### config.mk
export PLATFORM = sky130hd
export DESIGN_NAME = audio_out_top
export DESIGN_NICKNAME = d
export VERILOG_FILES = /design/src/audio_pkg.sv /design/src/audio_out_top.sv /design/src/audio_serializer.sv /design/src/audio_frame_fsm.sv /design/src/audio_clk_gen.sv /design/src/audio_apb_regs.sv
export VERILOG_INCLUDE_DIRS = /design/src
export SDC_FILE = /design/constraint.sdc
export NUM_CORES = 1
export LEC_CHECK = 0
export BUFFER_PORTS_ARGS = -buffer_cell sky130_fd_sc_hd__buf_2
export CAP_MARGIN = 40
export CORE_MARGIN = 10
export CORE_UTILIZATION = 50
export DETAILED_ROUTE_END_ITERATION = 7
export PLACE_DENSITY_LB_ADDON = 0.15
export REMOVE_ABC_BUFFERS = 1
export SLEW_MARGIN = 25
export SYNTH_ARGS = -nofsm -noshare
export SYNTH_HDL_FRONTEND = slang
export SYNTH_SLANG_ARGS = --single-unit
### constraint.sdc
create_clock -name clk -period 4.43 [get_ports clk]
set_clock_uncertainty 0.2 [all_clocks]
set_input_delay 0.6645 -clock clk [delete_from_list [all_inputs] [get_ports clk]]
set_output_delay 0.6645 -clock clk [all_outputs]
set_load 0.02 [all_outputs]
### src/audio_defines.svh
`ifndef AUDIO_DEFINES_SVH
`define AUDIO_DEFINES_SVH

// ======================================================================
// Widths
// ======================================================================
`define AUDIO_SAMPLE_W 16  // One channel
`define AUDIO_ADDR_W 4     // APB byte address

// ======================================================================
// Register map
// ======================================================================
`define AUDIO_CTRL_ADDR 4'h0    // Enable and divider
`define AUDIO_SAMPLE_ADDR 4'h4  // Stereo sample, write only
`define AUDIO_STATUS_ADDR 4'h8  // Buffer, underrun, frame count

// sclk half period is this plus one clk cycles
`define AUDIO_DIV_RESET 8'd3

`endif
### src/audio_pkg.sv
`include "audio_defines.svh"

package audio_pkg;

  typedef logic [`AUDIO_SAMPLE_W-1:0] audio_sample_t;
  typedef logic [7:0] clk_div_t;   // Half period minus one
  typedef logic [4:0] bit_idx_t;   // Bit slot within a frame
  typedef logic [15:0] frame_count_t;

  // Matches the SAMPLE register layout
  typedef struct packed {
    audio_sample_t left;   // Bits 31:16
    audio_sample_t right;  // Bits 15:0
  } stereo_frame_t;

  typedef struct packed {
    logic     enable;
    clk_div_t clk_div;
  } audio_ctrl_t;

  typedef struct packed {
    logic                     psel;
    logic                     penable;
    logic                     pwrite;
    logic [`AUDIO_ADDR_W-1:0] paddr;
    logic [31:0]              pwdata;
  } apb_req_t;

  typedef struct packed {
    logic [31:0] prdata;
    logic        pready;
    logic        pslverr;
  } apb_rsp_t;

  typedef enum logic [1:0] {IDLE, LOAD, SHIFT} frame_state_t;

endpackage

### src/audio_out_top.sv
`timescale 1ns/1ps

module audio_out_top (
  input  logic                clk,
  input  logic                rst,
  input  audio_pkg::apb_req_t apb_req,
  output audio_pkg::apb_rsp_t apb_rsp,
  output logic                mclk,
  output logic                sclk,
  output logic                lrclk,
  output logic                sdin
);
  import audio_pkg::*;

  audio_ctrl_t   ctrl;
  stereo_frame_t buf_frame;
  stereo_frame_t load_frame;
  logic          buf_valid;
  logic          buf_take;
  logic          underrun_set;
  logic          frame_done;
  logic          bit_tick;
  logic          load;

  // ======================================================================
  // Register block and clocking
  // ======================================================================
  audio_apb_regs u_audio_apb_regs (
    .clk          (clk),
    .rst          (rst),
    .apb_req      (apb_req),
    .apb_rsp      (apb_rsp),
    .ctrl         (ctrl),
    .buf_frame    (buf_frame),
    .buf_valid    (buf_valid),
    .buf_take     (buf_take),
    .underrun_set (underrun_set),
    .frame_done   (frame_done)
  );

  audio_clk_gen u_audio_clk_gen (
    .clk      (clk),
    .rst      (rst),
    .ctrl     (ctrl),
    .mclk     (mclk),
    .sclk     (sclk),
    .bit_tick (bit_tick)
  );

  // ======================================================================
  // Frame path
  // ======================================================================
  audio_frame_fsm u_audio_frame_fsm (
    .clk          (clk),
    .rst          (rst),
    .ctrl         (ctrl),
    .bit_tick     (bit_tick),
    .buf_frame    (buf_frame),
    .buf_valid    (buf_valid),
    .buf_take     (buf_take),
    .underrun_set (underrun_set),
    .frame_done   (frame_done),
    .load         (load),
    .load_frame   (load_frame),
    .lrclk        (lrclk)
  );

  audio_serializer u_audio_serializer (
    .clk        (clk),
    .rst        (rst),
    .load       (load),
    .load_frame (load_frame),
    .bit_tick   (bit_tick),
    .sdin       (sdin)
  );

endmodule

### src/audio_serializer.sv
`timescale 1ns/1ps
`include "audio_defines.svh"

module audio_serializer (
  input  logic                     clk,
  input  logic                     rst,
  input  logic                     load,
  input  audio_pkg::stereo_frame_t load_frame,
  input  logic                     bit_tick,
  output logic                     sdin
);

  localparam int FRAME_W = 2 * `AUDIO_SAMPLE_W;

  logic [FRAME_W-1:0] shreg;  // Right channel in the upper half

  // ======================================================================
  // Shift register, MSB first
  // ======================================================================
  always_ff @(posedge clk or posedge rst)
  begin
    if (rst)
      shreg <= '0;
    else if (load)
      shreg <= {load_frame.right, load_frame.left};  // Load wins over a same-cycle tick
    else if (bit_tick)
      shreg <= {shreg[FRAME_W-2:0], 1'b0};
  end

  assign sdin = shreg[FRAME_W-1];

endmodule

### src/audio_frame_fsm.sv
`timescale 1ns/1ps

module audio_frame_fsm (
  input  logic                     clk,
  input  logic                     rst,
  input  audio_pkg::audio_ctrl_t   ctrl,
  input  logic                     bit_tick,
  input  audio_pkg::stereo_frame_t buf_frame,
  input  logic                     buf_valid,
  output logic                     buf_take,
  output logic                     underrun_set,
  output logic                     frame_done,
  output logic                     load,
  output audio_pkg::stereo_frame_t load_frame,
  output logic                     lrclk
);
  import audio_pkg::*;

  frame_state_t  state;
  bit_idx_t      bit_idx;
  stereo_frame_t last_frame;  // Resent on underrun
  logic          cur_fresh;   // Current frame came from the buffer
  logic          do_load;

  // ======================================================================
  // Frame load
  // ======================================================================
  // First frame loads at once, later ones wait for the 32nd tick
  assign do_load = ctrl.enable && (state == LOAD) && ((bit_idx == '0) || bit_tick);

  assign load         = do_load;
  assign buf_take     = do_load && buf_valid;
  assign underrun_set = do_load && !buf_valid;
  assign frame_done   = do_load && (bit_idx == 5'd31) && cur_fresh;
  assign load_frame   = buf_valid ? buf_frame : last_frame;
  assign lrclk        = bit_idx[4];  // Right for 0..15, left for 16..31

  always_ff @(posedge clk or posedge rst)
  begin
    if (rst)
    begin
      state      <= IDLE;
      bit_idx    <= '0;
      last_frame <= '0;
      cur_fresh  <= 1'b0;
    end
    else if (!ctrl.enable)
    begin
      state   <= IDLE;
      bit_idx <= '0;
    end
    else
    begin
      case (state)
        IDLE: state <= LOAD;
        LOAD:
        begin
          if (do_load)
          begin
            state      <= SHIFT;
            bit_idx    <= '0;
            last_frame <= load_frame;
            cur_fresh  <= buf_valid;
          end
        end
        SHIFT:
        begin
          if (bit_tick)
          begin
            bit_idx <= bit_idx + 1'b1;
            if (bit_idx == 5'd30)
              state <= LOAD;  // Last bit slot, reload on next tick
          end
        end
        default: state <= IDLE;
      endcase
    end
  end

endmodule

### src/audio_clk_gen.sv
`timescale 1ns/1ps

module audio_clk_gen (
  input  logic                   clk,
  input  logic                   rst,
  input  audio_pkg::audio_ctrl_t ctrl,
  output logic                   mclk,
  output logic                   sclk,
  output logic                   bit_tick
);
  import audio_pkg::*;

  clk_div_t cnt;  // Cycles left in this sclk half period

  // ======================================================================
  // Divider
  // ======================================================================
  always_ff @(posedge clk or posedge rst)
  begin
    if (rst)
    begin
      cnt  <= '0;
      mclk <= 1'b0;
      sclk <= 1'b0;
    end
    else if (!ctrl.enable)
    begin
      cnt  <= ctrl.clk_div;  // Start a full half period on enable
      mclk <= 1'b0;
      sclk <= 1'b0;
    end
    else
    begin
      mclk <= ~mclk;
      if (cnt == '0)
      begin
        cnt  <= ctrl.clk_div;
        sclk <= ~sclk;
      end
      else
      begin
        cnt <= cnt - 1'b1;
      end
    end
  end

  // High in the cycle whose closing edge drops sclk, so sdin moves with the fall
  assign bit_tick = ctrl.enable && sclk && (cnt == '0);

endmodule

### src/audio_apb_regs.sv
`timescale 1ns/1ps
`include "audio_defines.svh"

module audio_apb_regs (
  input  logic                    clk,
  input  logic                    rst,
  input  audio_pkg::apb_req_t     apb_req,
  output audio_pkg::apb_rsp_t     apb_rsp,
  output audio_pkg::audio_ctrl_t  ctrl,
  output audio_pkg::stereo_frame_t buf_frame,
  output logic                    buf_valid,
  input  logic                    buf_take,
  input  logic                    underrun_set,
  input  logic                    frame_done
);
  import audio_pkg::*;

  logic         access;
  logic         wr;
  logic         hit_ctrl;
  logic         hit_sample;
  logic         hit_status;
  logic         sample_wr;
  logic         sample_err;
  logic         underrun;
  frame_count_t frame_count;
  logic [31:0]  rdata;

  // ======================================================================
  // Address decode
  // ======================================================================
  assign access     = apb_req.psel && apb_req.penable;  // Access phase
  assign wr         = access && apb_req.pwrite;
  assign hit_ctrl   = (apb_req.paddr == `AUDIO_CTRL_ADDR);
  assign hit_sample = (apb_req.paddr == `AUDIO_SAMPLE_ADDR);
  assign hit_status = (apb_req.paddr == `AUDIO_STATUS_ADDR);
  assign sample_wr  = wr && hit_sample && !buf_valid;
  assign sample_err = wr && hit_sample && buf_valid;    // Dropped write

  // ======================================================================
  // Registers
  // ======================================================================
  always_ff @(posedge clk or posedge rst)
  begin
    if (rst)
    begin
      ctrl.enable  <= 1'b0;
      ctrl.clk_div <= `AUDIO_DIV_RESET;
    end
    else if (wr && hit_ctrl)
    begin
      ctrl.enable  <= apb_req.pwdata[0];
      ctrl.clk_div <= apb_req.pwdata[15:8];
    end
  end

  // One-entry sample buffer
  always_ff @(posedge clk or posedge rst)
  begin
    if (rst)
      buf_valid <= 1'b0;
    else if (sample_wr)
      buf_valid <= 1'b1;
    else if (buf_take)
      buf_valid <= 1'b0;
  end

  always_ff @(posedge clk)
  begin
    if (sample_wr)
      buf_frame <= apb_req.pwdata;
  end

  always_ff @(posedge clk or posedge rst)
  begin
    if (rst)
    begin
      underrun    <= 1'b0;
      frame_count <= '0;
    end
    else
    begin
      if (underrun_set)
        underrun <= 1'b1;  // Set wins over clear
      else if (wr && hit_status && apb_req.pwdata[1])
        underrun <= 1'b0;
      if (frame_done)
        frame_count <= frame_count + 1'b1;
    end
  end

  // ======================================================================
  // Read mux and response
  // ======================================================================
  always_comb
  begin
    rdata = '0;
    if (hit_ctrl)
      rdata = {16'b0, ctrl.clk_div, 7'b0, ctrl.enable};
    else if (hit_status)
      rdata = {frame_count, 14'b0, underrun, buf_valid};
  end

  assign apb_rsp.prdata  = rdata;
  assign apb_rsp.pready  = 1'b1;  // No wait states
  assign apb_rsp.pslverr = access && (sample_err || !(hit_ctrl || hit_sample || hit_status));

  // The FSM only takes a full buffer, and the take empties it
  ap_take_full: assert property (@(posedge clk) disable iff (rst)
    buf_take |-> buf_valid ##1 !buf_valid);

endmodule

==> flow_metrics.env, run 1 <==
export IMPL_dr_first_iter_drc_count=328
export IMPL_required_ns=4.53
export IMPL_synth_seq_area_share=0.5718
export IMPL_htreeDepth=4
export IMPL_die_area_mm2=0.01785
export IMPL_synth_main_ff_cell="dfrtp_1"
export IMPL_pin_count=79
export IMPL_vias=4201
export IMPL_dp_hpwl_mm=8.599
export IMPL_synth_area_per_cell_um2=12.86
export IMPL_reg2reg_depth=7
export IMPL_core_mm2=0.01262
export IMPL_report_final_slew_viol_count=0
export IMPL_fmax_mhz=339.6
export IMPL_ys_warn_count=0
export IMPL_p_seq_frac=0.442
export IMPL_yosys_register_bits=141
export IMPL_area_growth_pct=17.43
export IMPL_start_util=0.5115
export IMPL_post_route_period_util=0.6646
export IMPL_power_density_mw_per_mm2=580.5
export IMPL_startpoint_type="flop"
export IMPL_placementRows=41
export IMPL_switching_share=0.2782
export IMPL_comb_power_share=0.207
export IMPL_r2r_start="u_audio_frame_fsm.bit_idx[0]"
export IMPL_p_switching_mw=1.224
export IMPL_p_clk_frac=0.351
export IMPL_p_leak_nw=3.269
export IMPL_critPathArrivalTime_ns=3.04
export IMPL_hold_class="input port to async pin"
export IMPL_gp_congestion=0.8002
export IMPL_synth_edf_count=32
export IMPL_fin_ws_ns=1.486
export IMPL_wl_per_cell_um=17.13
export IMPL_nFillCells=1018
export IMPL_final_common_cell="dfrtp_1"
export IMPL_tns_ns=0
export IMPL_drt_vias_per_instance=5.550
export IMPL_totalWireLength_mm=12.97
export IMPL_die_h_um=133.6
export IMPL_first_pass_iters=5
export IMPL_ys_types=54
export IMPL_path_class="flop to flop"
export IMPL_drive_gt1_frac=0.2359
export IMPL_crit_fanout=50
export IMPL_post_cts_buffers=0
export IMPL_cts_buffers_inserted=17
export IMPL_netlist_instances=502
export IMPL_antenna_cells=0
export IMPL_finalHoldViolCount=0
export IMPL_worstMarginPinSlew_ns=0.8109
export IMPL_yosysTopAreaCell="dfrtp_1"
export IMPL_die_w_um=133.6
export IMPL_status="finished clean"
export IMPL_clk_path_buf_depth=2
export IMPL_placed_cell_area_mm2=0.006908
export IMPL_cts_resized=0
export IMPL_clk_pin_slew_ns=0.06
export IMPL_io_buffers=71
export IMPL_grt_use_total=0.1512
export IMPL_slew_headroom=0.4518
export IMPL_design_area_mm2=0.007580
export IMPL_synth_top_cells_by_area="dfrtp_1 (41%), edfxtp_1 (15%), mux2i_1 (5.6%), o221a_1 (5.2%), mux2_1 (5.1%)"
export IMPL_antenna_found_initial=0
export IMPL_ant_nets=0
export IMPL_finalSetupViolCount=0
export IMPL_crit_path_end_kind="flop"
export IMPL_clk_latency_ns=0.42
export IMPL_regArea_mm2=0.003692
export IMPL_netlist_area_mm2=0.006455
export IMPL_cts_root_buf="clkbuf_16"
export IMPL_yosysTopAreaCellShare=0.4148
export IMPL_async_flop_share=0.7730
export IMPL_first_global_vias=4343
export IMPL_layout_min_cycle_time_ns=2.944
export IMPL_fin_nets=619
export IMPL_layout_common_cells="dfrtp_1 (106), buf_2 (72), nand3_1 (44)"
export IMPL_cts_sinks=141
export IMPL_rsz0062_at_grt="no"
export IMPL_internal_power_mw=3.176
export IMPL_preCtsSetupSlack_ns=1.513
export IMPL_max_cap_violations=0
export IMPL_multi_input_comb_area_mm2=0.002532
export IMPL_power_mw=4.400
export IMPL_grt_overflow_total=0
export IMPL_cts_tree="built"
export IMPL_grt_max_degree=64
export IMPL_peakVddDrop_mv=0.3441
export IMPL_dp_cells=724
export IMPL_grt_pass1_wl_mm=21.97
export IMPL_cts_hold_buf=0
export IMPL_drcViolationCount=0
export IMPL_layoutNonFillerInstCount=757
export IMPL_crit_path_start="u_audio_frame_fsm.bit_idx[0]"
==> worst max-delay path: stages, from the launching register on <==
cell and delay (ns):
dfrtp_1 0.39, inv_1 0.13, ha_1 0.16, nor4b_1 0.66, a41o_2 0.27, buf_4 0.46
nand4_1 0.22, mux2_2 0.31
==> per-layer routing <==
layer	GRT usage	part of all wire
met1	0.1980	0.47
met2	0.2222	0.46
met3	0.06391	0.062
met4	0.04655	0.013
met5	0	0
==> power by group through the flow <==
stage,logic (mW),registers [mW],clock network (mW)
after floorplan,0.703,1.90,0
after global placement,0.887,1.94,0
after detailed placement,0.921,1.95,0
after CTS,0.927,1.94,1.57
after global routing,1.04,1.99,1.63
final,0.912,1.94,1.54
==> metrics by stage <==
step           hold WS, ns  utilization
6_report           0.04628       0.6006
5_1_grt            0.06921       0.6006
3_5_place_dp        0.2040       0.5474
3_3_place_gp        0.2072       0.5465
4_1_cts             0.1986       0.5990
2_1_floorplan       0.2379            -
==> kinds of logic after synthesis <==
group                    share of synthesized area
other                                     0.001163
flip-flops                                  0.5718
adder cells (fa/ha/maj)                    0.01163
multiplexers                                0.1256
AO/OA/AOI/OAI                              0.08587
AND/OR/NAND/NOR                             0.1328
buffers and inverters                      0.04129
XOR/XNOR                                   0.02985
==> state kept, by name, summed over array words and instances (netlist names) <==
register and cells:
u_audio_clk_gen.cnt 8, u_audio_frame_fsm.last_frame 32, u_audio_clk_gen.mclk 1, u_audio_frame_fsm.state 2
u_audio_serializer.shreg 32, u_audio_apb_regs.buf_valid 1, u_audio_apb_regs.underrun 1, u_audio_frame_fsm.bit_idx 5
u_audio_apb_regs.buf_frame 32, u_audio_apb_regs.ctrl 9, u_audio_apb_regs.frame_count 16, u_audio_frame_fsm.cur_fresh 1
u_audio_clk_gen.sclk 1
==> path summary, 6_finish.rpt <==
kind                       slack, ns                               to
setup / recovery                1.49  u_audio_apb_regs.frame_count[1]
hold / removal                  0.05     u_audio_serializer.shreg[11]
hold reg to reg                 0.21             u_audio_clk_gen.mclk
min in group clk                0.21             u_audio_clk_gen.mclk
max in group asynchronous       3.01         u_audio_apb_regs.ctrl[0]
setup reg to reg                1.49  u_audio_apb_regs.frame_count[1]
==> final cells by class <==
cell class / instances / area share
clock buffer: 22 / 0.06537
clock inverter: 10 / 0.02063
inverter: 12 / 0.006273
multi-input combinational: 319 / 0.3341
sequential: 141 / 0.4871
tap: 172 / 0.02839
timing repair buffer: 81 / 0.05810
==> synthesized netlist by cell type (2+ instances only) <==
library cell  number
dfrtp_1          107
nand3_1           44
mux2i_1           36
edfxtp_1          32
o221a_1           30
mux2_1            29
and2_1            27
xnor2_1           18
nand2_1           16
nor2_1            14
inv_1             11
mux2_2            11
nand4_1           11
a21oi_1           10
clkbuf_1          10
buf_4              8
buf_6              7
o21ai_0            7
buf_2              6
ha_1               6
nor3_1             6
and3_1             4
buf_1              4
nor4_1             4
xor2_1             4
nor2b_1            3
a21o_1             2
a221o_1            2
and4_1             2
conb_1             2
dfstp_2            2
nand3b_1           2
nor4_4             2
nor4b_1            2
o311a_1            2
(Power assumes the default switching activity.)
==> run 2, diff against run 1 <==
- ABC_AREA: not set -> 1
- clock period: 4.43 -> 3.04 ns (I/O delays scaled with it)
==> run 2 against run 1 <==
  * Clock-buffer cell count increased by 1
  * Register-to-register slack got worse by 0.81 ns
  * Die area increased by 2.4%
  * First-iteration DRC count increased by 33%
  * Worst hold slack got worse by 0.041 ns
  * Total power increased by 37%
  * Setup slack got worse by 0.85 ns
  * Sequential power increased by 28%
  * Core utilization decreased by 0.18 points
  * Combinational power increased by 59%
  * Critical path type is now flop to primary output
==> flow_metrics.env, run 2 <==
export IMPL_first_global_vias=5358
export IMPL_layout_min_cycle_time_ns=2.402
export IMPL_power_density_mw_per_mm2=766.5
export IMPL_post_route_period_util=0.7901
export IMPL_fmax_mhz=416.3
export IMPL_min_to="u_audio_apb_regs.buf_frame[23]"
export IMPL_layoutNonFillerInstCount=1071
export IMPL_max_cap_violations=0
export IMPL_die_area_mm2=0.01828
export IMPL_cts_sinks=141
export IMPL_placementRows=42
export IMPL_clk_latency_ns=0.42
export IMPL_crit_fanout=66
export IMPL_yosys_register_bits=141
export IMPL_grt_overflow_total=0
export IMPL_startpoint_type="flop"
export IMPL_top_layer="met4"
export IMPL_r2r_end="u_audio_apb_regs.frame_count[9]"
export IMPL_clk_pin_slew_ns=0.06
export IMPL_yosysMostFrequentCell="nand2_1"
export IMPL_critPathSlowestCell="buf_4"
export IMPL_nFillCells=1168
export IMPL_drive_gt1_frac=0.1430
export IMPL_slew_headroom=0.5310
export IMPL_finalHoldViolCount=0
export IMPL_wl_per_cell_um=13.53
export IMPL_io_buffers=71
export IMPL_required_ns=2.38
export IMPL_min_from="apb_req[23]"
export IMPL_finalSetupViolCount=0
export IMPL_synth_main_ff_cell="dfrtp_1"
export IMPL_synth_top_cells_by_area="dfrtp_1 (40%), nand2_1 (15%), edfxtp_1 (14%), o21ai_0 (6.9%), inv_1 (5.0%)"
export IMPL_crit_family="buffers and inverters"
export IMPL_ant_nets=0
export IMPL_critical_path_max_stage_delay_ns=0.48
export IMPL_min_path_cells=1
export IMPL_first_pass_iters=6
export IMPL_final_common_cell="nand2_1"
export IMPL_dp_hpwl_mm=9.665
export IMPL_cts_hold_buf=10
export IMPL_dr_first_iter_drc_count=436
export IMPL_clk_path_buf_depth=2
export IMPL_synth_seq_area_share=0.5564
export IMPL_drcViolationCount=0
export IMPL_fin_nets=929
export IMPL_layout_common_cells="nand2_1 (273), dfrtp_1 (106), o21ai_0 (91)"
export IMPL_design_area_mm2=0.007868
export IMPL_synth_edf_count=32
export IMPL_die_h_um=135.2
export IMPL_yosysTopAreaCell="dfrtp_1"
export IMPL_crit_path_end_kind="primary output"
export IMPL_preCtsSetupSlack_ns=0.7231
export IMPL_peakVddDrop_mv=0.3980
export IMPL_placed_cell_area_mm2=0.007151
export IMPL_status="finished clean"
export IMPL_cts_buffers_inserted=17
export IMPL_p_leak_nw=3.906
export IMPL_r2r_start="u_audio_clk_gen.cnt[0]"
export IMPL_crit_chain="buf_4 -> nand4_1 -> a21oi_1 -> buf_2"
export IMPL_hold_class="input port to flop"
export IMPL_ys_top_cells_by_count="nand2_1 (273), dfrtp_1 (107), o21ai_0 (91), inv_1 (88), nor2_1 (58)"
export IMPL_cts_tree="built"
export IMPL_fin_ws_ns=0.6380
export IMPL_drt_vias_per_instance=4.954
export IMPL_met1_length_mm=6.439
export IMPL_netlist_area_mm2=0.006634
export IMPL_vias=5306
export IMPL_grt_use_total=0.1667
export IMPL_antenna_cells=0
export IMPL_async_flop_share=0.7730
export IMPL_critPathArrivalTime_ns=1.75
export IMPL_rsz0062_at_grt="no"
export IMPL_grt_max_degree=67
export IMPL_totalWireLength_mm=14.49
export IMPL_reg2reg_depth=10
export IMPL_dp_cells=1028
export IMPL_pin_count=79
export IMPL_ys_types=32
export IMPL_gp_congestion=0.9000
export IMPL_power_mw=6.030
export IMPL_start_util=0.5050
export IMPL_core_mm2=0.01314
export IMPL_cts_root_buf="clkbuf_16"
export IMPL_path_class="flop to primary output"
export IMPL_netlist_instances=802
export IMPL_wl_met2_mm=7.114
export IMPL_htreeDepth=4
export IMPL_worst_path_buf_inv=2
export IMPL_ys_warn_count=0
export IMPL_worstMarginPinSlew_ns=0.7010
export IMPL_tns_ns=0
export IMPL_antenna_found_initial=0
export IMPL_report_final_slew_viol_count=0
export IMPL_wl_met3_um=710
export IMPL_cts_resized=0
export IMPL_post_cts_buffers=0
export IMPL_top_regs="u_audio_apb_regs.buf_frame: 32 flops, u_audio_frame_fsm.last_frame: 32 flops, u_audio_serializer.shreg: 32 flops"
export IMPL_die_w_um=135.2
export IMPL_area_growth_pct=18.60
export IMPL_yosysTopAreaCellShare=0.4036
export IMPL_grt_pass1_wl_mm=25.02
export IMPL_synth_area_per_cell_um2=8.272
export IMPL_ff2ff_setup_slack_ns=0.68
-- run 2: changes by cell type after synthesis, moves of 5 or more --
cell / change
inv_1: +77
mux2_1: -29
o21ai_0: +84
nand2_1: +257
mux2i_1: -36
xnor2_1: -18
mux2_2: -11
buf_2: +6
buf_6: -5
o21ai_1: +13
o221a_1: -30
nor2_1: +44
and2_1: -27
xor2_1: +10
-- run 2: stage by stage --
step | hold slack (ns) | utilization
2_1_floorplan | 0.2492 | -
5_1_grt | 0.0001850 | 0.5989
4_1_cts | 0.00009820 | 0.5981
3_3_place_gp | 0.2129 | 0.5422
3_5_place_dp | 0.2229 | 0.5443
6_report | 0.005213 | 0.5989
-- run 2: metal layers --
metal,track usage,vias up
li1,-,2677
met1,0.2079,2492
met2,0.2754,118
met3,0.04117,19
met4,0.05981,0
met5,0,-
-- run 2: worst max path at each step --
stage / cells after the start / slack, ns / from / end
finish: 4 / 0.64 / u_audio_apb_regs.buf_valid / apb_rsp[0]
global route: 10 / 0.41 / u_audio_clk_gen.cnt[0] / u_audio_apb_regs.frame_count[9]
CTS: 4 / 0.61 / u_audio_apb_regs.buf_valid / apb_rsp[0]
detailed placement: 9 / 0.72 / u_audio_clk_gen.cnt[0] / u_audio_frame_fsm.last_frame[20]
global placement: 10 / 0.80 / u_audio_clk_gen.cnt[0] / u_audio_apb_regs.frame_count[12]
floorplan: 1 / -0.49 / rst / u_audio_apb_regs.buf_valid
-- run 2: cells by family after synthesis --
group	count (synthesis)	share of synthesized area
adders and majority gates	6	0.01132
buffers and inverters	129	0.08167
AOI/OAI and AO/OA	112	0.08525
and+or+nand+nor	398	0.2458
other	2	0.001132
xor gates and xnor gates	14	0.01848
DFF	141	0.5564
-- run 2: area by class of cell --
type	count	area [um^2]	share of cell area
Sequential cell	141	3692	0.4693
Multi-Input combinational cell	537	2420	0.3076
Timing Repair Buffer	93	580.6	0.07379
Clock buffer	23	499.2	0.06345
Inverter	92	347.8	0.04421
Tap cell	176	220.2	0.02799
Clock inverter	9	107.6	0.01368
-- run 2: report_power, final --
group	leakage [nW]	internal, mW	switching (mW)	total [mW]
Sequential	1.71	2.32	0.163	2.48
Clock	0.291	1.32	0.776	2.10
Combinational	1.91	0.471	0.984	1.45
Total	3.91	4.11	1.92	6.03
-- run 2: worst reg2reg max path, stage by stage (launching register included) --
cell and delay [ns]:
dfrtp_1 0.35, inv_1 0.11, ha_1 0.26, nand2_1 0.07
nor2_1 0.11, nand3_2 0.13, nand2_2 0.12, buf_4 0.36
nand4_1 0.33, nand2_1 0.13, nand2_1 0.07
